===== src/design/neuronPool_macros.svh =====
`ifndef NEURON_POOL_MACROS_SVH
`define NEURON_POOL_MACROS_SVH

// pool size and field widths
`define NEURON_COUNT  16
`define INDEX_W       4
`define FIX_W         18
`define STEP_W        16

// euler step and izhikevich a, b as shifts
`define DT_SHIFT      4
`define A_SHIFT       3
`define B_SHIFT       2

// q2.16 constants
`define V_RESET       18'sh3599A
`define U_BUMP        18'sh0147A
`define V_PEAK        18'sh04CCC
`define V_REST        18'sh34CCD
`define REST_BIAS     18'sh16666
`define SYN_WEIGHT    18'sh01000
`define SYN_TAU_SHIFT 2
`define SIZE_STEP     18'sh00100

// output side
`define QUEUE_DEPTH   8
`define CREDIT_INIT   4

`endif


===== src/design/neuronPoolPkg.sv =====
`include "neuronPool_macros.svh"

package neuronPoolPkg;

    ////////////////////////////////////////////////////////////////////
    // value types
    ////////////////////////////////////////////////////////////////////

    // q2.16 signed, range -2 .. +2
    typedef logic signed [`FIX_W-1:0] fixT;

    // cell address within one array
    typedef logic [`INDEX_W-1:0] cellIdxT;

    // simulation step number, wraps
    typedef logic [`STEP_W-1:0] stepT;

    // one motoneuron spike as it leaves the pool
    // step in the upper bits, cell index below
    typedef struct packed {
        stepT    step;
        cellIdxT index;
    } spikeEventT;

    ////////////////////////////////////////////////////////////////////
    // scan schedule
    ////////////////////////////////////////////////////////////////////

    // four ticks per cell
    typedef enum logic [1:0] {
        phRead    = 2'd0,
        phCompute = 2'd1,
        phWrite   = 2'd2,
        phSettle  = 2'd3
    } phaseT;

endpackage


===== src/design/spikeEventQueue.sv =====
`include "neuronPool_macros.svh"

module spikeEventQueue (
    input  logic                      rawclk,
    input  logic                      rstN,
    input  logic                      push,
    input  neuronPoolPkg::spikeEventT spikeEvent,
    output logic                      stall,
    output logic                      spikeValid,
    output neuronPoolPkg::stepT       spikeStep,
    output neuronPoolPkg::cellIdxT    spikeIndex,
    input  logic                      creditReturn
);
    import neuronPoolPkg::*;

    localparam int PTR_W  = $clog2(`QUEUE_DEPTH);
    localparam int CNT_W  = $clog2(`QUEUE_DEPTH + 1);
    localparam int CRED_W = $clog2(`CREDIT_INIT + 1);

    spikeEventT qMem [`QUEUE_DEPTH];

    logic [PTR_W-1:0]  wrPtr;
    logic [PTR_W-1:0]  rdPtr;
    logic [CNT_W-1:0]  count;
    logic [CRED_W-1:0] credits;
    logic pop;

    // send when something is held and the receiver has a slot
    assign pop = (count != '0) && (credits != '0);

    // full queue holds the scan before the next cell,
    // at most one event per cell so this never overflows
    assign stall = (count == CNT_W'(`QUEUE_DEPTH));

    ////////////////////////////////////////////////////////////////////
    // buffer and output word
    ////////////////////////////////////////////////////////////////////

    always_ff @(posedge rawclk) begin
        if (push) begin
            qMem[wrPtr] <= spikeEvent;
        end
        if (pop) begin
            spikeStep  <= qMem[rdPtr].step;
            spikeIndex <= qMem[rdPtr].index;
        end
    end

    ////////////////////////////////////////////////////////////////////
    // pointers, fill level, credits
    ////////////////////////////////////////////////////////////////////

    always_ff @(posedge rawclk) begin
        if (!rstN) begin
            wrPtr      <= '0;
            rdPtr      <= '0;
            count      <= '0;
            credits    <= CRED_W'(`CREDIT_INIT);
            spikeValid <= 1'b0;
        end else begin
            spikeValid <= pop;
            if (push) begin
                wrPtr <= (wrPtr == PTR_W'(`QUEUE_DEPTH - 1)) ? '0 : wrPtr + 1'b1;
            end
            if (pop) begin
                rdPtr <= (rdPtr == PTR_W'(`QUEUE_DEPTH - 1)) ? '0 : rdPtr + 1'b1;
            end
            // fill level
            case ({push, pop})
                2'b10:   count <= count + 1'b1;
                2'b01:   count <= count - 1'b1;
                default: count <= count;
            endcase
            // one credit per valid, one back per return
            case ({pop, creditReturn})
                2'b10:   credits <= credits - 1'b1;
                2'b01:   credits <= credits + 1'b1;
                default: credits <= credits;
            endcase
        end
    end

endmodule


===== config.mk =====
export PLATFORM = sky130hd
export DESIGN_NAME = spikeEventQueue
export DESIGN_NICKNAME = d
export VERILOG_FILES = /design/src/design/neuronPoolPkg.sv /design/src/design/spikeEventQueue.sv
export VERILOG_INCLUDE_DIRS = /design/src /design/src/design
export SDC_FILE = /design/constraint.sdc
export NUM_CORES = 1
export LEC_CHECK = 0
export BUFFER_PORTS_ARGS = -buffer_cell sky130_fd_sc_hd__buf_4
export CORE_MARGIN = 2
export CORE_UTILIZATION = 53
export CTS_CLUSTER_SIZE = 14
export DETAILED_ROUTE_END_ITERATION = 8
export GPL_TIMING_DRIVEN = 1
export HOLD_SLACK_MARGIN = 0.05
export PLACE_DENSITY = 0.71
export SLEW_MARGIN = 20
export SYNTH_ARGS = -nofsm -noshare
export SYNTH_HDL_FRONTEND = slang
export SYNTH_SLANG_ARGS = --single-unit

===== constraint.sdc =====
create_clock -name rawclk -period 3.7 [get_ports rawclk]
set_clock_uncertainty 0.15 [all_clocks]
set_input_delay 0.185 -clock rawclk [delete_from_list [all_inputs] [get_ports rawclk]]
set_output_delay 0.185 -clock rawclk [all_outputs]
set_load 0.01 [all_outputs]

**Word level (Yosys, flattened, before mapping)**

Memory sizes are Yosys's and may differ from the RTL's. A register that Yosys moved wholly into a read port is not among the register bits.
Index checks and enable logic that the tools add are counted.

- Register bits: 14
- Latch bits: 0
- RAM bits: 160
- ROM bits: 0
- Bits of input ports: 24
- Output and inout bits: 22
- Memories: 1

Memories:

| memory | words | bits a word | read ports | clocked after Yosys merged registers in | write ports | line | text |
|---|---|---|---|---|---|---|---|
| qMem | 8 | 20 | 1 | 1 | 1 | spikeEventQueue.sv:20 | `` spikeEventT qMem [`QUEUE_DEPTH]; `` |

- Add/subtract/negate cells: 6
- Multiply operators: 0
- Div/mod/pow operators: 0
- Order comparisons: 0
- Equal/unequal tests: 7
- Shift operators: 0
- Muxes and demuxes: 6
- Bitwise operators: 0
- Reduce and logical (&&, ||, !) cells: 5

Operators by type and width:

| cell | number |
|---|---|
| $add 3x1->3 const B | 3 |
| $pmux 4 s2 | 1 |
| $eq 3x3->1 const B | 2 |
| $mux 3 | 2 |
| $pmux 3 s2 | 1 |
| $add 4x1->4 const B | 1 |
| $eq 2x1->1 const B | 2 |
| $eq 2x2->1 const B | 2 |
| $eq 4x4->1 const B | 1 |
| $reduce_bool 2->1 | 2 |
| $reduce_bool 4->1 | 1 |
| $sub 4x1->4 const B | 1 |
| $reduce_bool 3->1 | 1 |
| $sub 3x1->3 const B | 1 |
| $mux 1 | 2 |
| $logic_and 1x1->1 | 1 |

**Depth between registers and ports, before layout**

Gate-level depths: netlist of run 1.

- Depth in word-level cells: 4
- Depth in mapped cells: 10

**Least setup slack after synthesis of run 1**

Ideal clock, no wire load.

- Path kind: register -> register
- Start point: reg count[1]
- End point: reg count[2]
- Setup time: 0.076 ns
- Arrival: 2.561 ns
- Required time: 3.474 ns
- Path slack: 0.914 ns
- Stages on the path, launching flop included: 11
- Path through: dfxtp_1 clkbuf_2 nor4_1 nor2_2 ha_1 xor2_1 ha_1 a21oi_1 xor2_1 or3_1 a21boi_0

- Cells in the longest elaborated chain, start to end: 4
- Elaborated cells on any way between the ends: 8
- Classes of those cells: add/sub: 2; eq/ne: 2; mux: 1; reduce/logical: 3

RTL lines:

| item | line | text |
|---|---|---|
| start, declared | spikeEventQueue.sv:24 | `logic [CNT_W-1:0] count;` |
| start signal, assigned | spikeEventQueue.sv:70 | `2'b10: count <= count + 1'b1;` |
| start signal, assigned | spikeEventQueue.sv:71 | `2'b01: count <= count - 1'b1;` |
| start signal, assigned | spikeEventQueue.sv:72 | `default: count <= count;` |
| $reduce_bool 4->1 * | spikeEventQueue.sv:29 | `assign pop = (count != '0) && (credits != '0);` |
| $logic_and 1x1->1 * | spikeEventQueue.sv:29 |  |
| via pop | spikeEventQueue.sv:26 | `logic pop;` |
| $eq 2x1->1 or $eq 2x2->1 (tied branches) | spikeEventQueue.sv:69 | `case ({push, pop})` |
| $pmux 4 s2 or $reduce_bool 2->1 (tied branches) | - |  |

The timed path passes the listed nets; every way through them passes the cells marked *.
A chain may end at the register's enable or synchronous reset.

**Worst setup path after layout of run 1**

Ends and elaborated chain as after synthesis.

==> impl_metrics.py, run 1 <==
metrics = {
    "run_status": {
        "status": "completed",
    },
    "route": {
        "first_pass_iters": 4,
        "drt_iter0_markers": 270,
        "finalWirelength_um": 13200,
        "antenna_left": 0,
        "drc": 0,
        "via_count": 3522,
        "wl_per_cell_um": 21.4,
        "viasPerCell": 5.70,
    },
    "setup_path": {
        "worstSetupPathType": "flop to flop",
        "worstPathArrival_ns": 2.94,
        "rr_worst_depth": 9,
        "worstPathCellList": "nor4_1 -> nor2_2 -> ha_1 -> xor2_1 -> ha_1 -> a21oi_1 -> xor2_1 -> or3_1 -> a21boi_0",
        "r2r_slack_ns": 0.97,
        "crit_slowest_cell": "nor2_2",
        "crit_end": "count[2]$_SDFFE_PN0P_",
        "r2r-start": "count[1]$_SDFFE_PN0P_",
        "cp-startpoint": "count[1]$_SDFFE_PN0P_",
        "max_stage_delay_ns": 0.56,
        "critPathMaxFanout": 11,
        "worstPathRequired_ns": 3.91,
        "r2r-end": "count[2]$_SDFFE_PN0P_",
        "endpoint_kind": "flop",
        "cp-start-kind": "flop",
    },
    "flow_run": {
        "cap_violations": 0,
    },
    "grt": {
        "overflow": 0,
        "grt_pass1_vias": 3545,
        "antenna_found_initial": 0,
        "grt_usage_pct": 18.9,
        "grt_pass1_wl_um": 20200,
        "grt_max_degree": 38,
    },
    "pwr": {
        "net-switching-power_uw": 1630,
        "cell_internal_pwr_uw": 4410,
        "clockPowerShare_pct": 29.2,
        "p_comb_share_pct": 24.2,
        "power_leakage_uw": 0.00304,
        "power_per_cell_area_nw_per_um2": 676,
        "p_seq_share_pct": 46.6,
        "switching_share_pct": 27.0,
        "ir_drop_mv": 0.460,
    },
    "layout": {
        "stdcell_count": 618,
        "drive_above_1_share_pct": 28.8,
        "nets": 458,
        "syn2layout_area_growth_pct": 18.3,
        "final_area_um2": 8940,
        "antennaDiodeCount": 0,
    },
    "die": {
        "die_w_um": 123,
        "die_h_um": 123,
        "ios": 46,
        "num_rows": 43,
        "die_area_um2": 15200,
        "initial_core_util_pct": 54.4,
        "fp.coreArea_um2": 13900,
    },
    "timing": {
        "layout_setup_ws_ns": 0.971,
        "fmax_mhz": 366,
        "fin_crit_sh_pct": 73.8,
        "rsz0062_at_grt": "false",
        "period_needed_ns": 2.73,
        "slew_viol_final": 0,
        "worst_slew_pin_slew_ns": 0.823,
        "setup_viol": 0,
        "max-slew-margin-rel_pct": 45.0,
        "hold_slack_ns": 0.0983,
        "setup_tns_ns": 0,
        "hold_viol": 0,
    },
    "synth": {
        "yosysSeqAreaShare_pct": 75.3,
        "synth.avg_cell_area_um2": 22.2,
        "synth_cell_types": 31,
        "synth-seq-cells": 194,
        "synth_edf_count": 180,
        "ys.flop_type": "edfxtp_1",
        "mappedNetlistNets": 374,
        "ys_async_sr_fraction_pct": 0,
        "syn_area_um2": 7550,
        "synthCells": 341,
        "yosysWarnings": 0,
    },
    "placement": {
        "dpl.hpwl_um": 7470,
        "place_congestion": 0.686,
        "post_dp_cell_area_um2": 8140,
        "portBuffers": 45,
        "post-place-cells": 564,
        "place_ws_ns": 0.975,
    },
    "clocking": {
        "insertion_delay_ns": 0.43,
        "clockRootBuffer": "clkbuf_16",
        "numCtsBuffers": 17,
        "postCtsResizedCells": 0,
        "cts.path.max_buffers": 2,
        "clkSlewWorstSetupHoldPaths_ns": 0.07,
        "h-tree-depth": 4,
        "cts_tree": "done",
        "clock_sinks": 194,
    },
    "hold_path": {
        "hp-class": "input pin to flop",
    },
}
cell families after synthesis:
kind of cell    after synthesis  synth area share [%]
compound gates                8                 0.563
mux                          68                  17.6
simple gates                 40                  2.98
buf+inv                      17                  1.42
fa+ha+maj                     9                  1.59
flops                       194                  75.3
xor+xnor                      5                 0.580
worst max-delay path: cells and delay by family, from the launching register on:
kind / cells / cell delay, ns
simple gates: 3 / 0.97
fa+ha+maj: 2 / 0.54
flops: 1 / 0.46
xor+xnor: 2 / 0.33
compound gates: 2 / 0.21
cell usage in the layout (no fill, tap or decap), types with 3 or more instances in the layout:
master           n
mux4_1          33
and2_1           3
nor2_2           6
edfxtp_1       180
nor2b_1          8
ha_1             8
clkinv_4         3
dfxtp_1         13
mux2i_1          8
dlygate4sd3_1   22
nand2_1          4
a21oi_1          4
mux4_2           7
o21ai_0          3
clkbuf_16       17
mux2_2          20
inv_8            4
inv_1            3
nand2b_1         4
clkinvlp_4       4
buf_4           57
xor2_1           3
cells in the mapped netlist (2+ instances only):
master	number	area, um2
dfxtp_1	14	280
ha_1	8	100
nor3_1	4	20.0
o21ai_0	3	15.0
or3_1	2	12.5
nor4bb_1	2	20.0
buf_6	5	56.3
and2_1	3	18.8
xor2_1	3	26.3
mux2i_1	8	80.1
mux4_1	33	867
nand2b_1	4	25.0
inv_1	3	11.3
nor2_1	8	30.0
nand2_1	4	15.0
a21oi_1	4	20.0
mux2_2	20	225
edfxtp_1	180	5410
nor2b_1	8	50.1
mux4_2	7	158
buf_2	4	20.0
clkbuf_1	4	15.0
xnor2_1	2	17.5
flip-flops by register name, summed over array words and instances, names as in the netlist:
name / count
rdPtr: 3
spikeIndex: 4
wrPtr: 3
spikeStep: 16
qMem: 160
spikeValid: 1
count: 4
credits: 3
per-stage QoR:
stage	utilization (%)	total power, uW
3_3_place_gp	58.7	4280
3_5_place_dp	58.7	4330
6_report	64.4	6040
4_1_cts	64.4	6100
5_1_grt	64.4	6310
2_1_floorplan	-	3870
worst min-delay path by stage:
stage,start,endpoint,slack (ns),cells after the start
global placement,spikeEvent[12],qMem[1][12]$_DFFE_PP_,0.26,1
finish,creditReturn,credits[2]$_SDFFE_PN1P_,0.1,4
floorplan,spikeEvent[0],qMem[0][0]$_DFFE_PP_,0.13,0
CTS,creditReturn,credits[2]$_SDFFE_PN1P_,0.09,4
global route,creditReturn,credits[2]$_SDFFE_PN1P_,0.13,4
detailed placement,spikeEvent[8],qMem[3][8]$_DFFE_PP_,0.27,1
power by group through the flow:
stage | logic [uW] | registers, uW | clock network, uW
floorplan | 1000 | 2870 | 0
global placement | 1420 | 2860 | 0
detailed placement | 1470 | 2860 | 0
CTS | 1490 | 2820 | 1790
global route | 1580 | 2840 | 1890
finish | 1460 | 2820 | 1760
timing repair:
| action | 4_1_cts | 5_1_grt |
|---|---|---|
| buffers inserted | 0 | 0 |
| hold endpoints to repair | 174 | 0 |
| endpoints found under the setup margin | 0 | 0 |
| hold buffers | 22 | 0 |
final cells by class:
| type | count | area, um2 |
|---|---|---|
| Sequential cell | 194 | 5690 |
| Fill cell | 922 | 4940 |
| Multi-Input combinational cell | 130 | 1790 |
| Timing Repair Buffer | 79 | 648 |
| Clock buffer | 17 | 425 |
| Tap cell | 180 | 225 |
| Clock inverter | 15 | 150 |
| Inverter | 3 | 11.3 |
metal layers:
layer / GRT usage, % / vias up / part of all wire [%]
li1: - / 1590 / -
met1: 24.8 / 1827 / 43
met2: 30.3 / 87 / 51
met3: 5.44 / 18 / 4.1
met4: 7.17 / 0 / 1.9
met5: 0 / - / 0
Note: power is estimated with default switching activity, not from simulation.
==> run 2, diff against run 1 <==
Settings changed: PLACE_DENSITY 0.71 to 0.74.
Clock period 3.7 ns to 2.35 ns, I/O delays scaled along.
==> run 2 against run 1 <==
Against the previous run:
- clock power increased by 69%
- fmax grew 24%
- non-clock buffer count rose by 6
- combinational power grew 71%
- critical path depth is the same
- critical path type unchanged
- largest power group unchanged
==> impl_metrics.py, run 2 (same netlist as run 1, synthesis figures left out) <==
metrics = {
    "run_status": {
        "status": "completed",
    },
    "grt": {
        "use_met1_pct": 25.2,
        "antenna_found_initial": 0,
        "grt_pass1_wl_um": 20000,
        "grtUsageMet3_pct": 4.06,
        "grt.busiest_layer": "met2",
        "grt_usage_pct": 18.9,
        "grt_max_degree": 44,
        "overflow": 0,
        "met2_usage_pct": 30.5,
        "grt_pass1_vias": 3563,
    },
    "layout": {
        "largest_reg_flops": 160,
        "final_cell_mix": "edfxtp_1, buf_4, mux4_1, dlygate4sd3_1, mux2_2",
        "reg_top3": "qMem: 160 flops, spikeStep: 16 flops",
        "fillers": 894,
        "postLayoutCoreUtil_pct": 65.4,
        "final_common_cell": "edfxtp_1",
        "nets": 464,
        "regArea_um2": 5690,
        "regMostFlops": "qMem",
        "syn2layout_area_growth_pct": 20.1,
        "drive_above_1_share_pct": 29.5,
        "antennaDiodeCount": 0,
        "multi_input_area_um2": 1820,
    },
    "setup_path": {
        "worstPathRequired_ns": 2.55,
        "endpoint_kind": "flop",
        "crit_buf_inv": 0,
        "cp-start-kind": "flop",
        "cp_top_family": "simple AND/OR/NAND/NOR gates",
        "critPathMaxFanout": 5,
        "worstSetupPathType": "flop to flop",
        "worstPathCellList": "nor4_4 -> nor2_4 -> ha_1 -> xor2_1 -> ha_1 -> a21oi_2 -> xor2_1 -> or3_1 -> a21boi_0",
        "max_stage_delay_ns": 0.33,
        "crit_slowest_cell": "dfxtp_1",
        "worstPathArrival_ns": 2.41,
    },
    "pwr": {
        "p_seq_share_pct": 44.5,
        "power_leakage_uw": 0.00310,
        "net-switching-power_uw": 2510,
        "ir_drop_mv": 0.611,
        "p_total_uw": 9850,
        "switching_share_pct": 25.5,
        "clockPowerShare_pct": 30.1,
        "p_comb_share_pct": 25.4,
        "power_per_cell_area_nw_per_um2": 1090,
        "cell_internal_pwr_uw": 7340,
    },
    "route": {
        "finalWirelength_um": 13200,
        "wl_per_cell_um": 21.1,
        "drc": 0,
        "viasPerCell": 5.66,
        "drt_iter0_markers": 267,
        "via_count": 3529,
        "antenna_left": 0,
        "first_pass_iters": 6,
    },
    "clocking": {
        "numCtsBuffers": 17,
        "cts_tree": "done",
        "clock_sinks": 194,
        "cts.path.max_buffers": 2,
        "clkSlewWorstSetupHoldPaths_ns": 0.07,
        "clockRootBuffer": "clkbuf_16",
        "insertion_delay_ns": 0.42,
        "post_cts_buffers": 0,
        "h-tree-depth": 4,
    },
    "die": {
        "die_w_um": 123,
        "fp.coreArea_um2": 13900,
        "num_rows": 43,
        "die_h_um": 123,
        "initial_core_util_pct": 54.4,
        "ios": 46,
        "die_area_um2": 15200,
    },
    "timing": {
        "setup_tns_ns": 0,
        "fin_crit_sh_pct": 93.9,
        "fmax_mhz": 453,
        "max-slew-margin-rel_pct": 73.9,
        "period_needed_ns": 2.21,
        "slew_viol_final": 0,
        "hold_viol": 0,
        "worst_slew_pin_slew_ns": 0.392,
        "setup_viol": 0,
        "rsz0062_at_grt": "false",
    },
    "flow_run": {
        "cap_violations": 0,
    },
    "hold_path": {
        "hp-class": "input pin to flop",
    },
    "placement": {
        "place_congestion": 0.716,
        "portBuffers": 45,
        "dpl.hpwl_um": 7070,
    },
}
## run 2: cell types whose count changed in the layout (fill, tap and decap cells not counted), sizes merged, moves of 2 or more
cell | previous run | this run
clkinv | 5 | 2
buf | 57 | 62
clkbuf | 17 | 19
inv | 8 | 5
bufinv | 1 | 4
## run 2: path summary, 6_finish.rpt
| path | from | end | slack [ns] | depth (start not counted) |
|---|---|---|---|---|
| setup reg to reg | count[1]$_SDFFE_PN0P_ | count[2]$_SDFFE_PN0P_ | 0.14 | 9 |
| setup / recovery | count[1]$_SDFFE_PN0P_ | count[2]$_SDFFE_PN0P_ | 0.14 | 9 |
| hold reg to reg | count[3]$_SDFFE_PN0P_ | count[3]$_SDFFE_PN0P_ | 0.38 | 2 |
| hold / removal | spikeEvent[9] | qMem[5][9]$_DFFE_PP_ | 0.32 | 2 |
## run 2: final cells by class
class,instances,share of cell area (%)
Inverter,3,0.124
Tap cell,180,2.48
Clock inverter,13,2.03
Multi-Input combinational cell,130,20.0
Sequential cell,194,62.7
Timing Repair Buffer,85,7.94
Clock buffer,19,4.77
## run 2: metrics by stage
step | worst slack [ns] | instances | area, um2 | hold WS [ns]
after floorplan | -0.0912 | 341 | 7580 | 0.0664
after global placement | 0.167 | 569 | 8210 | 0.196
after detailed placement | 0.0545 | 569 | 8210 | 0.201
after CTS | 0.0395 | 624 | 9060 | 0.293
after global routing | 0.00211 | 624 | 9080 | 0.314
final | 0.143 | 624 | 9080 | 0.317
## run 2: per-layer routing
metal  share of wire, %  vias to the layer above  wire (um)
li1                   -                     1598          -
met1                 44                     1842       5810
met2                 51                       68       6690
met3                3.0                       21        393
met4                2.0                        0        265
met5                  0                        -          0
## run 2: what timing repair did
action                                  CTS  global route
hold buffers                             23             0
endpoints found under the setup margin    0             2
resized for setup                         0             3
endpoints found under the hold margin   174             0
## run 2: power groups by stage
stage	clock (uW)	combinational (uW)	sequential (uW)
floorplan	0	1590	4520
global placement	0	2410	4440
detailed placement	0	2470	4450
CTS	3010	2520	4380
global route	3150	2710	4420
finish	2970	2500	4390
==> run 3, diff against run 2 <==
Settings changed: ABC_AREA from default to 1.
==> run 3 against run 2 <==
Against the previous run:
- via count increased by 36%
- clock-buffer cell count down 1
- critical path type unchanged
- combinational power increased by 10%
- largest cell class unchanged
- power up 3.3%
==> impl_metrics.py, run 3 <==
metrics = {
    "run_status": {
        "status": "completed",
    },
    "grt": {
        "overflow": 0,
        "antenna_found_initial": 0,
        "grt_pass1_wl_um": 25300,
        "grt_usage_pct": 21.2,
        "grt_max_degree": 62,
        "grt_pass1_vias": 4777,
    },
    "placement": {
        "dpl.hpwl_um": 8640,
        "portBuffers": 45,
        "place_congestion": 0.776,
        "post_dp_cell_area_um2": 8190,
        "place_ws_ns": 0.0872,
    },
    "synth": {
        "ys_async_sr_fraction_pct": 0,
        "ys_top_cells_by_count": "edfxtp_1, nor2_1, nand2_1, o21ai_1, o21ai_0",
        "syn_area_um2": 7670,
        "synth-seq-cells": 194,
        "yosysSeqAreaShare_pct": 74.2,
        "synthCells": 583,
        "yosys.area.top_type_share_pct": 70.5,
        "yosysMostFrequentCell": "edfxtp_1",
        "synth.area.top_cells": "edfxtp_1, nor2_1, nand2_1",
        "yosysWarnings": 0,
        "synth_cell_types": 25,
        "synth.avg_cell_area_um2": 13.2,
        "ys.flop_type": "edfxtp_1",
        "yosysTopAreaCell": "edfxtp_1",
        "synth_edf_count": 180,
        "mappedNetlistNets": 616,
    },
    "flow_run": {
        "cap_violations": 0,
    },
    "pwr": {
        "power_per_cell_area_nw_per_um2": 1130,
        "p_total_uw": 10200,
        "ir_drop_mv": 0.691,
        "power_leakage_uw": 0.00328,
    },
    "die": {
        "ios": 46,
        "die_h_um": 124,
        "fp.coreArea_um2": 14000,
        "die_area_um2": 15400,
        "initial_core_util_pct": 54.8,
        "num_rows": 43,
        "die_w_um": 124,
    },
    "hold_path": {
        "hp-class": "input pin to flop",
        "worstHoldPathCells": 2,
    },
    "layout": {
        "nets": 691,
        "largest_reg_flops": 160,
        "postLayoutCoreUtil_pct": 64.6,
        "reg_top3": "qMem: 160 flops, spikeStep: 16 flops",
        "final_cell_mix": "edfxtp_1, nor2_1, nand2_1, buf_4, o21ai_1",
        "drive_above_1_share_pct": 15.2,
        "final_area_um2": 9040,
        "antennaDiodeCount": 0,
        "syn2layout_area_growth_pct": 17.9,
        "fillers": 1002,
        "final_common_cell": "edfxtp_1",
        "regMostFlops": "qMem",
    },
    "clocking": {
        "cts.path.max_buffers": 2,
        "cts_tree": "done",
        "clkSlewWorstSetupHoldPaths_ns": 0.07,
        "h-tree-depth": 4,
        "clock_sinks": 194,
        "insertion_delay_ns": 0.43,
        "clockRootBuffer": "clkbuf_16",
        "numCtsBuffers": 17,
    },
    "setup_path": {
        "cp-start-kind": "flop",
        "worstPathRequired_ns": 2.53,
        "critPathMaxFanout": 8,
        "r2r_slack_ns": 0.15,
        "rr_worst_depth": 12,
        "worstPathArrival_ns": 2.37,
        "endpoint_kind": "flop",
        "worstSetupPathType": "flop to flop",
    },
    "timing": {
        "setup_viol": 0,
        "fin_crit_sh_pct": 93.4,
        "fmax_mhz": 455,
        "period_needed_ns": 2.20,
        "layout_setup_ws_ns": 0.154,
        "setup_tns_ns": 0,
        "slew_viol_final": 0,
        "worst_slew_pin_slew_ns": 0.681,
        "hold_viol": 0,
        "rsz0062_at_grt": "false",
        "max-slew-margin-rel_pct": 54.6,
    },
    "route": {
        "finalWirelength_um": 15700,
        "antenna_left": 0,
        "first_pass_iters": 5,
        "wl_per_cell_um": 18.5,
        "via_count": 4792,
        "viasPerCell": 5.63,
        "drt_iter0_markers": 449,
        "drc": 0,
    },
}
-- run 3: changes by cell type after synthesis, moves of 7 or more --
cell | previous run | this run
mux4_1 | 33 | 0
nor2b_1 | 8 | 0
o21ai_0 | 3 | 43
inv_1 | 3 | 21
o22ai_1 | 0 | 20
o21ai_1 | 0 | 48
mux2_2 | 20 | 0
mux4_2 | 7 | 0
mux2i_1 | 8 | 20
nor2_1 | 8 | 97
a21oi_1 | 4 | 12
nand2_1 | 4 | 79
-- run 3: cells by family (layout without fill, tap and decap cells) --
| kind of cell | count (synthesis) | count (layout) | synth area share [%] |
|---|---|---|---|
| AOI/OAI and AO/OA | 123 | 123 | 8.36 |
| xor gates and xnor gates | 2 | 2 | 0.229 |
| DFF | 194 | 194 | 74.2 |
| buffers and inverters | 51 | 139 | 3.90 |
| and+or+nand+nor | 184 | 184 | 9.19 |
| muxes | 20 | 20 | 2.61 |
| adders and majority gates | 9 | 9 | 1.57 |
-- run 3: timing repair --
action                                  CTS  global route
buffers inserted                          0             0
hold endpoints to repair                173             0
gates resized for setup                   0             3
hold buffers                             24             0
endpoints found under the setup margin    0             4
-- run 3: power breakdown --
group | leakage [uW] | switching [uW] | internal (uW)
logic | 0.00122 | 1730 | 1030
registers | 0.00177 | 222 | 4250
clock network | 0.000287 | 1190 | 1750
total | 0.00328 | 3140 | 7040
-- run 3: routing by layer --
metal	vias up	share of wire, %	global-route usage, %
met5	-	0	0
met4	0	1.8	8.33
met3	33	4.8	4.47
met2	157	50	34.8
met1	2369	43	27.8
li1	2233	-	-
-- run 3: worst max-delay path: stages (launching register included) --
cell and delay (ns):
dfxtp_1 0.36, inv_1 0.09, nand4_1 0.16, nand2_4 0.14, clkinvlp_4 0.11, ha_1 0.23
nor2_1 0.13, nor2_2 0.07, ha_1 0.17, a21oi_1 0.16, xnor2_1 0.10, o21ai_0 0.16
inv_1 0.06
-- run 3: worst paths after layout --
path / from / endpoint
min: spikeEvent[16] / qMem[7][16]$_DFFE_PP_
max: count[1]$_SDFFE_PN0P_ / count[2]$_SDFFE_PN0P_
min reg2reg: credits[2]$_SDFFE_PN1P_ / credits[2]$_SDFFE_PN1P_
max reg2reg: count[1]$_SDFFE_PN0P_ / count[2]$_SDFFE_PN0P_
-- run 3: final cells by class --
| type | instances | area [um2] | share of cell area, % |
|---|---|---|---|
| Clock buffer | 18 | 429 | 4.75 |
| Clock inverter | 14 | 169 | 1.87 |
| Inverter | 22 | 88.8 | 0.983 |
| Multi-Input combinational cell | 338 | 1710 | 19.0 |
| Sequential cell | 194 | 5690 | 62.9 |
| Tap cell | 180 | 225 | 2.49 |
| Timing Repair Buffer | 85 | 723 | 8.00 |
-- run 3: per-stage QoR --
step | std cells | hold WS, ns
after floorplan | 583 | 0.0664
after global placement | 795 | 0.195
after detailed placement | 795 | 0.203
after CTS | 851 | 0.300
after global routing | 851 | 0.326
final | 851 | 0.309
