--- config.mk ---
export PLATFORM = sky130hd
export DESIGN_NAME = decaySynapseArray_flat
export DESIGN_NICKNAME = d
export VERILOG_FILES = /design/src/design/neuronPoolPkg.sv /design/src/design/neuronLinkIf.sv /design/src/design/decaySynapseArray.sv /design/src/flat_wrapper.sv
export VERILOG_INCLUDE_DIRS = /design/src /design/src/design
export SDC_FILE = /design/constraint.sdc
export NUM_CORES = 1
export LEC_CHECK = 0
export ABC_AREA = 1
export BUFFER_PORTS_ARGS = -buffer_cell sky130_fd_sc_hd__buf_2
export CAP_MARGIN = 20
export CORE_MARGIN = 1
export CORE_UTILIZATION = 36
export CTS_CLUSTER_SIZE = 20
export DETAILED_ROUTE_END_ITERATION = 6
export PLACE_DENSITY_LB_ADDON = 0.2
export SYNTH_ARGS = -nofsm -noshare
export SYNTH_HDL_FRONTEND = slang
export SYNTH_SLANG_ARGS = --single-unit
--- constraint.sdc ---
create_clock -name rawclk -period 4 [get_ports rawclk]
set_clock_uncertainty 0.05 [all_clocks]
set_input_delay 0.2 -clock rawclk [delete_from_list [all_inputs] [get_ports rawclk]]
set_output_delay 0.2 -clock rawclk [all_outputs]
set_load 0.01 [all_outputs]
--- src/design/neuronPool_macros.svh ---
`ifndef NEURON_POOL_MACROS_SVH
`define NEURON_POOL_MACROS_SVH

// pool size and field widths
`define NEURON_COUNT  16
`define INDEX_W       4
`define FIX_W         18
`define STEP_W        16

// euler step and izhikevich a, b as shifts
`define DT_SHIFT      4
`define A_SHIFT       3
`define B_SHIFT       2

// q2.16 constants
`define V_RESET       18'sh3599A
`define U_BUMP        18'sh0147A
`define V_PEAK        18'sh04CCC
`define V_REST        18'sh34CCD
`define REST_BIAS     18'sh16666
`define SYN_WEIGHT    18'sh01000
`define SYN_TAU_SHIFT 2
`define SIZE_STEP     18'sh00100

// output side
`define QUEUE_DEPTH   8
`define CREDIT_INIT   4

`endif

--- src/design/neuronPoolPkg.sv ---
`include "neuronPool_macros.svh"

package neuronPoolPkg;

    ////////////////////////////////////////////////////////////////////
    // value types
    ////////////////////////////////////////////////////////////////////

    // q2.16 signed, range -2 .. +2
    typedef logic signed [`FIX_W-1:0] fixT;

    // cell address within one array
    typedef logic [`INDEX_W-1:0] cellIdxT;

    // simulation step number, wraps
    typedef logic [`STEP_W-1:0] stepT;

    // one motoneuron spike as it leaves the pool
    // step in the upper bits, cell index below
    typedef struct packed {
        stepT    step;
        cellIdxT index;
    } spikeEventT;

    ////////////////////////////////////////////////////////////////////
    // scan schedule
    ////////////////////////////////////////////////////////////////////

    // four ticks per cell
    typedef enum logic [1:0] {
        phRead    = 2'd0,
        phCompute = 2'd1,
        phWrite   = 2'd2,
        phSettle  = 2'd3
    } phaseT;

endpackage

--- src/design/neuronLinkIf.sv ---
// scan schedule shared by all compute units
interface neuronLinkIf;
    import neuronPoolPkg::*;

    // cell currently being processed
    cellIdxT cellIdx;
    // phase of that cell
    phaseT   phase;
    // one-cycle enable, units act only here
    logic    tick;
    // step the scan belongs to
    stepT    step;

    // sequencer side
    modport sched (
        output cellIdx, phase, tick, step
    );

    // neuron and synapse arrays
    modport unit (
        input cellIdx, phase, tick, step
    );

endinterface

--- src/design/decaySynapseArray.sv ---
`include "neuronPool_macros.svh"

module decaySynapseArray (
    input  logic                   rawclk,
    input  logic                   rstN,
    neuronLinkIf.unit              link,
    input  logic                   clearActive,
    input  neuronPoolPkg::cellIdxT clearIdx,
    input  logic                   preSpike,
    output neuronPoolPkg::fixT     synCurrent
);
    import neuronPoolPkg::*;

    // per-cell synaptic current
    fixT iMem [`NEURON_COUNT];

    // presynaptic spike seen at write
    logic preLatch;
    fixT  decayed;
    fixT  charged;

    logic readTick;
    logic writeTick;
    logic settleTick;

    assign readTick   = link.tick && (link.phase == phRead);
    assign writeTick  = link.tick && (link.phase == phWrite);
    assign settleTick = link.tick && (link.phase == phSettle);

    ////////////////////////////////////////////////////////////////////
    // decay and charge
    ////////////////////////////////////////////////////////////////////

    // I - I/4
    assign decayed = synCurrent - (synCurrent >>> `SYN_TAU_SHIFT);
    // add one weight per Ia spike
    assign charged = preLatch ? decayed + `SYN_WEIGHT : decayed;

    ////////////////////////////////////////////////////////////////////
    // memory
    ////////////////////////////////////////////////////////////////////

    // stored value drives the motoneuron from read on,
    // settle result only shows next step
    always_ff @(posedge rawclk) begin
        if (clearActive) begin
            iMem[clearIdx] <= '0;
        end else if (settleTick) begin
            iMem[link.cellIdx] <= charged;
        end
        if (readTick) begin
            synCurrent <= iMem[link.cellIdx];
        end
    end

    // Ia strobe only lasts the write tick
    always_ff @(posedge rawclk) begin
        if (!rstN) begin
            preLatch <= 1'b0;
        end else if (writeTick) begin
            preLatch <= preSpike;
        end
    end

endmodule

--- src/flat_wrapper.sv ---
// flat-port wrapper written by rule: the top's interface ports become plain ports
module decaySynapseArray_flat import neuronPoolPkg::*;
  (rawclk, rstN, clearActive, clearIdx, preSpike, synCurrent, link_cellIdx, link_phase, link_tick, link_step);
  neuronLinkIf link_i ();
  input  logic rawclk;
  input  logic rstN;
  input  logic clearActive;
  input  neuronPoolPkg::cellIdxT clearIdx;
  input  logic preSpike;
  output neuronPoolPkg::fixT synCurrent;
  input wire logic [$bits(link_i.cellIdx)-1:0] link_cellIdx;
  input wire logic [$bits(link_i.phase)-1:0] link_phase;
  input wire logic [$bits(link_i.tick)-1:0] link_tick;
  input wire logic [$bits(link_i.step)-1:0] link_step;
  assign link_i.cellIdx = link_cellIdx;
  assign link_i.phase = link_phase;
  assign link_i.tick = link_tick;
  assign link_i.step = link_step;
  decaySynapseArray u_core (.rawclk(rawclk), .rstN(rstN), .link(link_i), .clearActive(clearActive), .clearIdx(clearIdx), .preSpike(preSpike), .synCurrent(synCurrent));
endmodule
Yosys cells after proc, flatten, opt, wreduce, memory -nomap -nowiden
Memory sizes are Yosys's and may differ from the RTL's. A register that Yosys moved wholly into a read port is not among the register bits.
Cells that the tools add are included.

storage, ports and cells
  register bits = 1
  bits in writable memories = 288
  input port bits = 31
  output and inout bits = 18
  logic and storage cells = 20
  memories = 1

operators by class
  $add $sub $neg = 2
  equality and inequality tests = 2
  mux-type cells = 9
  reduce and logical (&&, ||, !) cells = 5

memory list
  name         depth  bits a word  read ports  clocked after memory_dff  write ports  RTL line                 text
  u_core.iMem  16     18           1           1                         1            decaySynapseArray.sv:15  fixT iMem [`NEURON_COUNT];

operator list
  cell                    count
  $mux 18                 2
  $add 18x14->18 const B  1
  $reduce_or 18->1        1
  $sub 18x16->18          1
  $mux 1                  6
  $eq 2x2->1 const B      2
  $mux 4                  1
  $logic_and 1x1->1       3
  $logic_not 2->1         1

Logic depth before layout (Yosys ltp)
Gate-level depths: netlist of the first run.

  depth in word-level cells = 7
  mapped depth = 17
  depth with buffers taken out = 17

Worst setup path after synthesis of the first run
Ideal clock, no wire load.

  path type = register -> register
  from = reg u_core.synCurrent[2], read port of u_core.iMem
  to = mem u_core.iMem[0][14] (netlist name), data pin
  setup time = 0.327 ns
  arrival = 2.601 ns
  data required time = 3.623 ns
  setup slack = 1.022 ns
  cell stages (with the launch flop) = 15
  path buffers = 0
  period minus slack after synthesis = 2.978 ns
  path through = edfxtp_1 ha_1 fa_1 inv_1 nand3_1 nand3_1 nand3_1 nand3_1 nand2_1 nand2_1 inv_1 ha_1 nand3_1 inv_1 nor3_1

on the way
  cells in the longest elaborated chain, start to end = 4

RTL lines
  what                             RTL line                 text
  start: declaration               decaySynapseArray.sv:10  output neuronPoolPkg::fixT synCurrent
  $sub 18x16->18 *                 decaySynapseArray.sv:35  assign decayed = synCurrent - (synCurrent >>> `SYN_TAU_SHIFT);
  $add 18x14->18 (no source line)  --
  $mux 18 *                        decaySynapseArray.sv:37  assign charged = preLatch ? decayed + `SYN_WEIGHT : decayed;
  $mux 18 (no source line) *       --
  end: declaration                 decaySynapseArray.sv:15

Mark *: on every way between the ends. The rest lies on a longest branch, timed or not.

Worst setup path in the final report of the first run
  from = reg u_core.synCurrent[2], read port of u_core.iMem
  to = mem u_core.iMem[13][13] (netlist name), data pin

Same word-level chain as after synthesis.

==> results of run 1 <==
[per-stage QoR]
step                      setup slack, ns  cell area (µm²)
final                               0.869            15300
after global routing                0.469            15300
after CTS                           0.809            15300
after detailed placement            0.820            14400
after global placement              0.802            14400
after floorplan                      1.02            13500
[Yosys cell counts (all sizes together)]
cell and instances:
and3 1, a21oi 95, nand3 35, or2 4, dfxtp 1, o31ai 1
clkbuf 22, nor3 8, mux2i 73, inv 140, o211ai 72, clkinv 1
nor3b 1, nand4 2, a31o 3, edfxtp 306, o21a 1, o21ai 106
nor4 1, ha 18, and2 1, fa 1, nand2 105, nor2 36
buf 29, a31oi 1, xnor2 1
[routing by layer]
metal / track usage (%) / share of wire (%)
met1: 23.9 / 46
met2: 29.0 / 48
met3: 2.50 / 4.4
met4: 3.73 / 1.6
met5: 0 / 0
[sequential cells by signal, summed over array words and instances, names as in the netlist]
name	cells
u_core.preLatch	1
u_core.synCurrent	18
u_core.iMem	288
[power by group through the flow]
stage | Sequential, mW | Combinational [mW] | Clock (mW)
after floorplan | 3.67 | 0.319 | 0
after global placement | 3.67 | 0.487 | 0
after detailed placement | 3.68 | 0.490 | 0
after CTS | 3.61 | 0.492 | 2.64
after global routing | 3.61 | 0.544 | 2.75
final | 3.61 | 0.486 | 2.58
[placed cells by master, fill, tap and decap left out, drive strengths merged, types with 4 or more instances in the layout]
master	synthesis	layout
edfxtp	306	306
inv	140	140
o21ai	106	106
nand2	105	105
a21oi	95	95
buf	29	76
mux2i	73	73
o211ai	72	72
clkbuf	22	37
nor2	36	36
nand3	35	35
ha	18	18
clkinv	1	15
nor3	8	8
or2	4	4
[path summary, 6_finish.rpt]
| check | endpoint | start | slack, ns |
|---|---|---|---|
| max | u_core.iMem[13][13] | u_core.synCurrent[2] | 0.87 |
| min reg2reg | u_core.synCurrent[11] | u_core.iMem[12][11] | 0.64 |
| max reg2reg | u_core.iMem[13][13] | u_core.synCurrent[2] | 0.87 |
| min | u_core.synCurrent[16] | link_phase[0] | 0.15 |
[critical path, cell delays in order, from the launching register on]
cell                       delay, ns
sky130_fd_sc_hd__edfxtp_1       0.42
sky130_fd_sc_hd__ha_1           0.23
sky130_fd_sc_hd__fa_1           0.35
sky130_fd_sc_hd__inv_1          0.11
sky130_fd_sc_hd__nand3_1        0.08
sky130_fd_sc_hd__nand3_1        0.15
sky130_fd_sc_hd__nand3_1        0.14
sky130_fd_sc_hd__nand3_1        0.09
sky130_fd_sc_hd__nand2_1        0.06
sky130_fd_sc_hd__nand2_1        0.08
sky130_fd_sc_hd__inv_1          0.05
sky130_fd_sc_hd__ha_1           0.26
sky130_fd_sc_hd__nor2_1         0.10
sky130_fd_sc_hd__nor2_1         0.05
sky130_fd_sc_hd__o21ai_0        0.20
sky130_fd_sc_hd__inv_1          0.35
[cells by family (layout without fill, tap and decap cells)]
kind of cell    count (synthesis)  after routing  synth area share (%)
flops                         307            307                  68.4
compound gates                279            279                  12.0
simple gates                  194            194                  6.59
buf+inv                       192            271                  5.69
mux                            73             73                  5.43
fa+ha+maj                      19             19                  1.82
xor+xnor                        1              1                0.0651
[final cells by class]
| type | count | area share, % |
|---|---|---|
| Sequential cell | 307 | 60.3 |
| Clock inverter | 15 | 0.581 |
| Inverter | 141 | 3.48 |
| Multi-Input combinational cell | 566 | 23.1 |
| Clock buffer | 37 | 5.22 |
| Timing Repair Buffer | 78 | 3.55 |
| Tap cell | 468 | 3.83 |
[what timing repair did]
action,in CTS,in global routing
endpoints found under the hold margin,1,0
endpoints found under the setup margin,0,0
hold buffers,2,0
==> flow_results.xml, run 1 <==
<?xml version="1.0" encoding="UTF-8"?>
<metrics>
  <group name="clock_network">
    <metric name="cts.sinks" unit="">307</metric>
    <metric name="insertion_delay" unit="ns">0.55</metric>
    <metric name="tritoncts.num_buffers" unit="">31</metric>
    <metric name="cts_resized" unit="">0</metric>
    <metric name="cts.reportedPaths.clkPinSlew" unit="ns">0.06</metric>
    <metric name="post_cts_buffers" unit="">0</metric>
    <metric name="cts_tree" unit="">yes</metric>
    <metric name="ctsRootBufferMaster" unit="">sky130_fd_sc_hd__clkbuf_16</metric>
    <metric name="max-clock-path-buffers" unit="">3</metric>
    <metric name="cts-htree-levels" unit="">1</metric>
  </group>
  <group name="final_layout">
    <metric name="num-fill-cells" unit="">3386</metric>
    <metric name="nNetsFinal" unit="">1175</metric>
    <metric name="layout.area.seq" unit="mm²">0.00921</metric>
    <metric name="multiInputGateArea" unit="mm²">0.00353</metric>
    <metric name="post_layout_nonfiller_instances" unit="">1612</metric>
    <metric name="insertedDiodeCount" unit="">0</metric>
    <metric name="postLayoutCoreUtil" unit="%">41.6</metric>
    <metric name="p_r_area_growth_vs_syn" unit="%">13.6</metric>
    <metric name="post_route_cells_drive_above_1_share" unit="%">14.4</metric>
  </group>
  <group name="synthesis">
    <metric name="yosysWarnings" unit="">0</metric>
    <metric name="syn_inst" unit="">1065</metric>
    <metric name="netlist-cell-type-count" unit="">40</metric>
    <metric name="yosys_register_bits" unit="">307</metric>
    <metric name="netlist.area_leader.share" unit="%">68.3</metric>
    <metric name="synth_top_area_cells" unit="">sky130_fd_sc_hd__edfxtp_1 (68%), sky130_fd_sc_hd__mux2i_1 (5.4%), sky130_fd_sc_hd__o211ai_1 (4.0%), sky130_fd_sc_hd__o21ai_0 (3.7%), sky130_fd_sc_hd__inv_1 (3.7%)</metric>
    <metric name="postSynthNetCount" unit="">1115</metric>
    <metric name="cell_type_contributing_the_most_total_cell_area_after_synthesis" unit="">sky130_fd_sc_hd__edfxtp_1</metric>
    <metric name="netlist_area" unit="mm²">0.0135</metric>
    <metric name="synth.yosys.seq_area_share" unit="%">68.4</metric>
    <metric name="synth.avg_cell_area" unit="µm²">12.6</metric>
  </group>
  <group name="power_and_ir_drop">
    <metric name="power_switching" unit="mW">1.48</metric>
    <metric name="leak_pwr" unit="nW">5.66</metric>
    <metric name="share_comb_of_total_power" unit="%">7.3</metric>
    <metric name="fin_total_pwr" unit="mW">6.68</metric>
    <metric name="netSwitchingFraction" unit="%">22.1</metric>
    <metric name="pwr-share-clk" unit="%">38.7</metric>
    <metric name="power_per_cell_area" unit="mW/mm²">437</metric>
    <metric name="p_int" unit="mW">5.20</metric>
    <metric name="ir_drop" unit="V">0.000357</metric>
    <metric name="part_of_the_total_power_dissipated_in_sequential_elements" unit="%">54.0</metric>
  </group>
  <group name="placed_design">
    <metric name="dp.cells" unit="">1558</metric>
    <metric name="place_hpwl" unit="µm">19700</metric>
    <metric name="globalplace.congestion" unit="">0.807</metric>
    <metric name="placement.io_buffers" unit="">32</metric>
  </group>
  <group name="sta">
    <metric name="final_max_slew_viol_count" unit="">0</metric>
    <metric name="min_period" unit="ns">3.13</metric>
    <metric name="grt_setup_unrepaired" unit="">false</metric>
    <metric name="worst_hold_slack" unit="ns">0.146</metric>
    <metric name="finalHoldViolCount" unit="">0</metric>
    <metric name="finalCritPeriodShare" unit="%">78.3</metric>
    <metric name="setup-violations-final" unit="">0</metric>
    <metric name="total_negative_slack_for_setup_checks" unit="ns">0</metric>
    <metric name="timing_worst_slew_pin_value" unit="ns">1.03</metric>
    <metric name="fmax" unit="GHz">0.319</metric>
    <metric name="slew_headroom" unit="%">31.4</metric>
  </group>
  <group name="floorplanning">
    <metric name="rows" unit="">70</metric>
    <metric name="ios" unit="">49</metric>
    <metric name="die-width" unit="µm">195</metric>
    <metric name="core_region_area" unit="mm²">0.0367</metric>
    <metric name="initial_core_util" unit="%">36.7</metric>
    <metric name="die_h" unit="µm">195</metric>
    <metric name="dieArea" unit="mm²">0.0382</metric>
  </group>
  <group name="routing">
    <metric name="per_cell_routed_wire_length" unit="µm">20.1</metric>
    <metric name="via_count" unit="">8218</metric>
    <metric name="route.final.wire_length" unit="µm">32500</metric>
    <metric name="ant_nets" unit="">0</metric>
    <metric name="firstDrtPassIters" unit="">5</metric>
    <metric name="drc_violations" unit="">0</metric>
    <metric name="drt_iter0_drc" unit="">526</metric>
    <metric name="route.detailed.vias_per_inst" unit="">5.10</metric>
  </group>
  <group name="grt">
    <metric name="grt_max_degree" unit="">112</metric>
    <metric name="grt_overflow" unit="">0</metric>
    <metric name="grt_pass1_wl" unit="µm">49400</metric>
    <metric name="grt_util_all_layers" unit="%">17.3</metric>
    <metric name="antenna_found_initial" unit="">1</metric>
    <metric name="first_global_vias" unit="">8015</metric>
  </group>
  <group name="worst_setup_path">
    <metric name="crit_required" unit="ns">4.15</metric>
    <metric name="critical_path_arrival" unit="ns">3.28</metric>
    <metric name="critical_path_class" unit="">reg -&gt; reg</metric>
    <metric name="critPathLaunchType" unit="">flop</metric>
    <metric name="timing.critical_path.to_type" unit="">flop</metric>
    <metric name="critical_path_peak_fanout" unit="">16</metric>
    <metric name="rr_worst_depth" unit="">15</metric>
  </group>
  <group name="flow_run">
    <metric name="max_cap_violations" unit="">0</metric>
  </group>
  <group name="status">
    <metric name="outcome" unit="">finished clean</metric>
  </group>
  <group name="worst_hold_path">
    <metric name="hp-class" unit="">in -&gt; reg</metric>
    <metric name="hold_depth" unit="">3</metric>
  </group>
</metrics>
No activity file was read; power rests on OpenSTA's default activity.
==> run 2, diff against run 1 <==
ABC_AREA = 0   (was 1)
clock period = 2.7 ns   (was 4 ns; I/O delays follow)
==> flow_results.xml, run 2 <==
<?xml version="1.0" encoding="UTF-8"?>
<metrics>
  <group name="synthesis">
    <metric name="synth.avg_cell_area" unit="µm²">20.6</metric>
    <metric name="synthFlopType" unit="">sky130_fd_sc_hd__edfxtp_1</metric>
    <metric name="netlist-cell-type-count" unit="">50</metric>
    <metric name="cell_type_contributing_the_most_total_cell_area_after_synthesis" unit="">sky130_fd_sc_hd__edfxtp_1</metric>
    <metric name="postSynthNetCount" unit="">659</metric>
    <metric name="netlist.area_leader.share" unit="%">73.1</metric>
    <metric name="yosysMostFrequentCell" unit="">sky130_fd_sc_hd__edfxtp_1</metric>
    <metric name="synthTopCellsByCount" unit="">sky130_fd_sc_hd__edfxtp_1 (306), sky130_fd_sc_hd__mux4_2 (90), sky130_fd_sc_hd__nor2_1 (39), sky130_fd_sc_hd__inv_1 (22), sky130_fd_sc_hd__ha_1 (18)</metric>
    <metric name="synth.yosys.seq_area_share" unit="%">73.3</metric>
    <metric name="synth_top_area_cells" unit="">sky130_fd_sc_hd__edfxtp_1 (73%), sky130_fd_sc_hd__mux4_2 (16%), sky130_fd_sc_hd__ha_1 (1.8%), sky130_fd_sc_hd__nor2_1 (1.2%), sky130_fd_sc_hd__xnor2_1 (0.77%)</metric>
    <metric name="yosysWarnings" unit="">0</metric>
    <metric name="yosys_register_bits" unit="">307</metric>
    <metric name="netlist_area" unit="mm²">0.0126</metric>
    <metric name="synth_edf_count" unit="">306</metric>
    <metric name="syn_inst" unit="">609</metric>
    <metric name="async_flop_share" unit="%">0</metric>
  </group>
  <group name="sta">
    <metric name="finalHoldViolCount" unit="">0</metric>
    <metric name="fmax" unit="GHz">0.307</metric>
    <metric name="setup-violations-final" unit="">112</metric>
    <metric name="grt_setup_unrepaired" unit="">true</metric>
    <metric name="timing_worst_slew_pin_value" unit="ns">0.979</metric>
    <metric name="min_period" unit="ns">3.25</metric>
    <metric name="slew_headroom" unit="%">34.5</metric>
    <metric name="finalCritPeriodShare" unit="%">120</metric>
    <metric name="setup_ws" unit="ns">-0.553</metric>
    <metric name="total_negative_slack_for_setup_checks" unit="ns">-41.51</metric>
    <metric name="final_max_slew_viol_count" unit="">0</metric>
  </group>
  <group name="clock_network">
    <metric name="insertion_delay" unit="ns">0.56</metric>
    <metric name="cts.sinks" unit="">307</metric>
    <metric name="cts.reportedPaths.clkPinSlew" unit="ns">0.08</metric>
    <metric name="tritoncts.num_buffers" unit="">30</metric>
    <metric name="cts_tree" unit="">yes</metric>
    <metric name="cts-htree-levels" unit="">1</metric>
    <metric name="ctsRootBufferMaster" unit="">sky130_fd_sc_hd__clkbuf_16</metric>
    <metric name="max-clock-path-buffers" unit="">3</metric>
  </group>
  <group name="power_and_ir_drop">
    <metric name="leak_pwr" unit="nW">5.11</metric>
    <metric name="power_per_cell_area" unit="mW/mm²">661</metric>
    <metric name="fin_total_pwr" unit="mW">10.2</metric>
    <metric name="ir_drop" unit="V">0.000473</metric>
  </group>
  <group name="routing">
    <metric name="drt_iter0_drc" unit="">554</metric>
    <metric name="drc_violations" unit="">2</metric>
    <metric name="per_cell_routed_wire_length" unit="µm">24.7</metric>
    <metric name="ant_nets" unit="">0</metric>
    <metric name="route.detailed.vias_per_inst" unit="">5.34</metric>
    <metric name="via_count" unit="">6598</metric>
    <metric name="route.final.wire_length" unit="µm">30500</metric>
    <metric name="firstDrtPassIters" unit="">7</metric>
  </group>
  <group name="floorplanning">
    <metric name="dieArea" unit="mm²">0.0357</metric>
    <metric name="die-width" unit="µm">189</metric>
    <metric name="rows" unit="">68</metric>
    <metric name="die_h" unit="µm">189</metric>
    <metric name="initial_core_util" unit="%">36.5</metric>
    <metric name="core_region_area" unit="mm²">0.0345</metric>
    <metric name="ios" unit="">49</metric>
  </group>
  <group name="placed_design">
    <metric name="placement.io_buffers" unit="">32</metric>
    <metric name="place_hpwl" unit="µm">18700</metric>
    <metric name="postPlaceCellArea" unit="mm²">0.0140</metric>
    <metric name="pre_cts_setup_slack" unit="ns">-1.02</metric>
    <metric name="globalplace.congestion" unit="">0.809</metric>
  </group>
  <group name="grt">
    <metric name="grt_util_all_layers" unit="%">17.3</metric>
    <metric name="grt_pass1_wl" unit="µm">45000</metric>
    <metric name="grt_overflow" unit="">0</metric>
    <metric name="first_global_vias" unit="">6920</metric>
    <metric name="grt_max_degree" unit="">48</metric>
    <metric name="antenna_found_initial" unit="">0</metric>
  </group>
  <group name="final_layout">
    <metric name="nNetsFinal" unit="">806</metric>
    <metric name="final_common_cell" unit="">sky130_fd_sc_hd__edfxtp_1</metric>
    <metric name="commonest_cells_after_routing_fill_and_taps_aside" unit="">sky130_fd_sc_hd__edfxtp_1 (306), sky130_fd_sc_hd__buf_4 (92), sky130_fd_sc_hd__mux4_2 (90), sky130_fd_sc_hd__clkbuf_16 (30), sky130_fd_sc_hd__buf_2 (30)</metric>
    <metric name="finalInstanceArea" unit="mm²">0.0154</metric>
    <metric name="postLayoutCoreUtil" unit="%">44.6</metric>
    <metric name="number_of_flip_flops_in_the_largest_register" unit="">288</metric>
    <metric name="reg.largest.list" unit="">u_core.iMem (288), u_core.synCurrent (18), u_core.preLatch (1)</metric>
    <metric name="post_route_cells_drive_above_1_share" unit="%">42.3</metric>
    <metric name="insertedDiodeCount" unit="">0</metric>
    <metric name="register_bank_with_the_most_flops" unit="">u_core.iMem</metric>
    <metric name="p_r_area_growth_vs_syn" unit="%">22.3</metric>
  </group>
  <group name="worst_hold_path">
    <metric name="hp-class" unit="">in -&gt; reg</metric>
  </group>
  <group name="worst_setup_path">
    <metric name="timing.critical_path.to_type" unit="">flop</metric>
    <metric name="cpMaxStageDelayCell" unit="">sky130_fd_sc_hd__edfxtp_1</metric>
    <metric name="worst_path_largest_cell_delay" unit="ns">0.42</metric>
    <metric name="critical_path_arrival" unit="ns">3.50</metric>
    <metric name="critPathLaunchType" unit="">flop</metric>
    <metric name="critical_path_peak_fanout" unit="">8</metric>
    <metric name="crit_path_cell_trace" unit="">ha_1 -&gt; a211o_2 -&gt; o221a_1 -&gt; o31ai_4 -&gt; buf_6 -&gt; a211oi_2 -&gt; nor3_4 -&gt; xnor2_2 -&gt; buf_4 -&gt; nand4_1 -&gt; o311a_1 -&gt; a21o_4</metric>
    <metric name="critical_path_class" unit="">reg -&gt; reg</metric>
    <metric name="crit_required" unit="ns">2.95</metric>
  </group>
  <group name="status">
    <metric name="failed_checks" unit="">design-rule violations, negative setup slack</metric>
    <metric name="outcome" unit="">finished with violations</metric>
  </group>
  <group name="flow_run">
    <metric name="max_cap_violations" unit="">0</metric>
  </group>
</metrics>
run 2: critical path: cells and delay by family (launching register included):
family / cells / cell delay (ns)
AND/OR/NAND/NOR: 2 / 0.37
buffers and inverters: 2 / 0.29
flip-flops: 1 / 0.42
AO/OA/AOI/OAI: 6 / 1.44
adder cells (fa/ha/maj): 1 / 0.27
XOR/XNOR: 1 / 0.15
run 2: where the power goes:
part           internal (mW)  leakage, nW  switching (mW)
registers               5.28         2.77          0.0214
clock network           2.34        0.468            1.75
logic                  0.361         1.86           0.400
total                   7.99         5.11            2.18
run 2: cell type report:
cell class	count	area, µm²
clock buffer	39	785
tap	455	569
sequential	307	9210
clock inverter	17	179
timing repair buffer	136	1040
fill	2962	19100
multi-input combinational	259	3500
inverter	22	82.6
run 2: cell families (layout without fill, tap and decap cells):
family / Yosys count / count (layout) / share of synthesized area [%]
AO/OA/AOI/OAI: 50 / 51 / 2.86
buffers and inverters: 44 / 214 / 1.36
flip-flops: 307 / 307 / 73.3
multiplexers: 92 / 92 / 16.3
adder cells (fa/ha/maj): 19 / 19 / 1.95
XOR/XNOR: 13 / 13 / 0.906
AND/OR/NAND/NOR: 84 / 84 / 3.34
run 2: worst paths after layout:
path                        startpoint                    end  slack, ns  cells past startpoint
setup / recovery  u_core.synCurrent[5]     u_core.iMem[9][17]      -0.55                     12
setup reg to reg  u_core.synCurrent[5]     u_core.iMem[9][17]      -0.55                     12
hold reg to reg     u_core.iMem[2][17]  u_core.synCurrent[17]       0.79                      2
hold / removal           link_phase[0]  u_core.synCurrent[10]       0.12                      3
run 2: repair_timing:
| item | in CTS | in global routing |
|---|---|---|
| endpoints found under the setup margin | 157 | 144 |
| gates cloned | 1 | 0 |
| hold endpoints to repair | 1 | 0 |
| setup buffers | 9 | 4 |
| hold buffers | 2 | 0 |
| resized for setup | 36 | 10 |
| pin swaps | 22 | 8 |
run 2: stage by stage:
| stage | cells | hold WS (ns) |
|---|---|---|
| final | 1235 | 0.116 |
| after global routing | 1235 | 0.118 |
| after CTS | 1233 | 0.105 |
| after detailed placement | 1166 | 0.342 |
| after global placement | 1166 | 0.338 |
| after floorplan | 609 | 0.213 |
run 2: routing by layer:
metal | GRT usage, % | vias to the layer above | share of wire (%)
met3 | 2.05 | 42 | 4.4
met4 | 3.94 | 0 | 1.8
met1 | 24.6 | 3565 | 45
li1 | - | 2823 | -
met5 | 0 | - | 0
met2 | 28.6 | 168 | 49
==> run 3, diff against run 2 <==
CORE_UTILIZATION = 55   (was 36)
TNS_END_PERCENT = 50   (was not set)
==> flow_results.xml, run 3 (same netlist as run 2, synthesis figures left out) <==
<?xml version="1.0" encoding="UTF-8"?>
<metrics>
  <group name="status">
    <metric name="outcome" unit="">finished with violations</metric>
    <metric name="failed_checks" unit="">negative setup slack</metric>
  </group>
  <group name="final_layout">
    <metric name="post_route_cells_drive_above_1_share" unit="%">41.1</metric>
    <metric name="insertedDiodeCount" unit="">0</metric>
    <metric name="num-fill-cells" unit="">1366</metric>
    <metric name="number_of_flip_flops_in_the_largest_register" unit="">288</metric>
    <metric name="commonest_cells_after_routing_fill_and_taps_aside" unit="">sky130_fd_sc_hd__edfxtp_1 (306), sky130_fd_sc_hd__mux4_2 (90), sky130_fd_sc_hd__buf_4 (87), sky130_fd_sc_hd__clkbuf_16 (31), sky130_fd_sc_hd__buf_2 (31)</metric>
    <metric name="nNetsFinal" unit="">799</metric>
    <metric name="register_bank_with_the_most_flops" unit="">u_core.iMem</metric>
    <metric name="reg.largest.list" unit="">u_core.iMem (288), u_core.synCurrent (18), u_core.preLatch (1)</metric>
    <metric name="final_common_cell" unit="">sky130_fd_sc_hd__edfxtp_1</metric>
    <metric name="p_r_area_growth_vs_syn" unit="%">20.2</metric>
  </group>
  <group name="sta">
    <metric name="grt_setup_unrepaired" unit="">true</metric>
    <metric name="finalCritPeriodShare" unit="%">120</metric>
    <metric name="min_period" unit="ns">3.25</metric>
    <metric name="final_max_slew_viol_count" unit="">0</metric>
    <metric name="finalHoldViolCount" unit="">0</metric>
    <metric name="timing_worst_slew_pin_value" unit="ns">0.867</metric>
    <metric name="slew_headroom" unit="%">42.0</metric>
    <metric name="setup-violations-final" unit="">96</metric>
    <metric name="setup_ws" unit="ns">-0.549</metric>
    <metric name="fmax" unit="GHz">0.308</metric>
    <metric name="worst_hold_slack" unit="ns">0.134</metric>
  </group>
  <group name="routing">
    <metric name="firstDrtPassIters" unit="">5</metric>
    <metric name="via_count" unit="">6590</metric>
    <metric name="drt_iter0_drc" unit="">619</metric>
    <metric name="ant_nets" unit="">0</metric>
    <metric name="route.final.wire_length" unit="µm">28300</metric>
    <metric name="route.detailed.vias_per_inst" unit="">6.26</metric>
    <metric name="drc_violations" unit="">0</metric>
    <metric name="per_cell_routed_wire_length" unit="µm">26.9</metric>
  </group>
  <group name="clock_network">
    <metric name="cts.reportedPaths.clkPinSlew" unit="ns">0.06</metric>
    <metric name="cts-htree-levels" unit="">1</metric>
    <metric name="tritoncts.num_buffers" unit="">30</metric>
    <metric name="insertion_delay" unit="ns">0.54</metric>
    <metric name="max-clock-path-buffers" unit="">3</metric>
    <metric name="ctsRootBufferMaster" unit="">sky130_fd_sc_hd__clkbuf_16</metric>
    <metric name="cts.sinks" unit="">307</metric>
    <metric name="cts_tree" unit="">yes</metric>
  </group>
  <group name="power_and_ir_drop">
    <metric name="leak_pwr" unit="nW">5.08</metric>
    <metric name="fin_total_pwr" unit="mW">10.2</metric>
    <metric name="power_per_cell_area" unit="mW/mm²">673</metric>
    <metric name="ir_drop" unit="V">0.000600</metric>
  </group>
  <group name="grt">
    <metric name="antenna_found_initial" unit="">0</metric>
    <metric name="grt_util_all_layers" unit="%">24.7</metric>
    <metric name="first_global_vias" unit="">6731</metric>
    <metric name="grt_overflow" unit="">0</metric>
    <metric name="grt_pass1_wl" unit="µm">41700</metric>
    <metric name="grt_max_degree" unit="">48</metric>
  </group>
  <group name="worst_setup_path">
    <metric name="critPathLaunchType" unit="">flop</metric>
    <metric name="critical_path_peak_fanout" unit="">16</metric>
    <metric name="crit_required" unit="ns">2.94</metric>
    <metric name="critical_path_arrival" unit="ns">3.49</metric>
    <metric name="timing.critical_path.to_type" unit="">flop</metric>
    <metric name="critical_path_class" unit="">reg -&gt; reg</metric>
    <metric name="reg2reg_slack" unit="ns">-0.55</metric>
  </group>
  <group name="placed_design">
    <metric name="place_hpwl" unit="µm">16800</metric>
    <metric name="placement.io_buffers" unit="">32</metric>
    <metric name="globalplace.congestion" unit="">0.840</metric>
  </group>
  <group name="floorplanning">
    <metric name="rows" unit="">54</metric>
    <metric name="initial_core_util" unit="%">56.9</metric>
    <metric name="core_region_area" unit="mm²">0.0221</metric>
    <metric name="die_h" unit="µm">153</metric>
    <metric name="dieArea" unit="mm²">0.0235</metric>
    <metric name="die-width" unit="µm">153</metric>
    <metric name="ios" unit="">49</metric>
  </group>
  <group name="worst_hold_path">
    <metric name="hp-class" unit="">in -&gt; reg</metric>
  </group>
  <group name="flow_run">
    <metric name="max_cap_violations" unit="">0</metric>
  </group>
</metrics>
-- run 3: cell types whose count changed in the layout (fill, tap and decap cells not counted), moves of 2 or more --
| cell | previous run | this run |
|---|---|---|
| sky130_fd_sc_hd__clkinv_2 | 7 | 1 |
| sky130_fd_sc_hd__buf_4 | 92 | 87 |
| sky130_fd_sc_hd__ha_1 | 12 | 15 |
| sky130_fd_sc_hd__clkbuf_1 | 9 | 7 |
| sky130_fd_sc_hd__nor2_2 | 17 | 19 |
| sky130_fd_sc_hd__buf_6 | 7 | 1 |
| sky130_fd_sc_hd__nor2_1 | 16 | 13 |
| sky130_fd_sc_hd__ha_4 | 3 | 1 |
| sky130_fd_sc_hd__o311a_1 | 2 | 0 |
| sky130_fd_sc_hd__xnor2_1 | 4 | 6 |
| sky130_fd_sc_hd__clkinv_1 | 3 | 10 |
| sky130_fd_sc_hd__buf_12 | 5 | 8 |
-- run 3: power breakdown --
group          internal, mW  switching, mW
combinational         0.349          0.386
clock                  2.47           1.66
sequential             5.28         0.0220
total                  8.10           2.07
-- run 3: layout make-up --
class / count / area (µm²) / area share (%)
clock inverters: 17 / 179 / 1.19
clock buffers: 38 / 802 / 5.31
inverters: 22 / 82.6 / 0.547
repair buffers: 129 / 1000 / 6.62
well taps: 280 / 350 / 2.32
multi-input cells: 259 / 3470 / 23.0
flip-flops and latches: 307 / 9210 / 61.0
-- run 3: per-stage QoR --
step           setup slack [ns]  util (%)  area, µm²  setup TNS [ns]  instances
2_1_floorplan            -0.405         -      12600          -27.36        609
3_3_place_gp             -0.671      62.5      13800          -66.84        986
3_5_place_dp             -0.778      62.5      13800          -87.96        986
4_1_cts                  -0.504      67.5      14900          -28.95       1043
5_1_grt                  -0.629      68.3      15100          -50.01       1052
6_report                 -0.549      68.3      15100          -39.25       1052
-- run 3: layer usage --
layer	vias up	wire length, µm	track usage, %	share of wire (%)
li1	2809	-	-	-
met1	3462	11800	36.6	42
met2	273	13800	39.4	49
met3	46	1990	2.92	7.0
met4	0	647	7.02	2.3
met5	-	0	0	0
-- run 3: worst paths after layout --
path,cells past startpoint,to,start
hold / removal,3,u_core.synCurrent[0],link_phase[0]
hold reg to reg,2,u_core.synCurrent[9],u_core.iMem[11][9]
setup / recovery,14,u_core.iMem[12][16],u_core.synCurrent[2]
setup reg to reg,14,u_core.iMem[12][16],u_core.synCurrent[2]
-- run 3: worst max-delay path: stages, from the launching register on --
cell and delay [ns]:
sky130_fd_sc_hd__edfxtp_1 0.43, sky130_fd_sc_hd__buf_6 0.15, sky130_fd_sc_hd__ha_4 0.24, sky130_fd_sc_hd__nor2b_4 0.13, sky130_fd_sc_hd__o31a_1 0.32, sky130_fd_sc_hd__nor4_4 0.23, sky130_fd_sc_hd__o21ai_2 0.14, sky130_fd_sc_hd__a21oi_2 0.20
sky130_fd_sc_hd__xnor2_2 0.17, sky130_fd_sc_hd__ha_2 0.21, sky130_fd_sc_hd__and2_4 0.15, sky130_fd_sc_hd__o2111ai_4 0.13, sky130_fd_sc_hd__xnor2_2 0.22, sky130_fd_sc_hd__nor2_4 0.07, sky130_fd_sc_hd__buf_12 0.15
-- run 3: what timing repair did --
item                       4_1_cts  5_1_grt
setup buffers                    0        8
resized for setup               27       13
hold endpoints to repair         1        0
hold buffers                     2        0
pin swaps                        3        4
setup endpoints to repair      192      176
gates cloned                     0        1
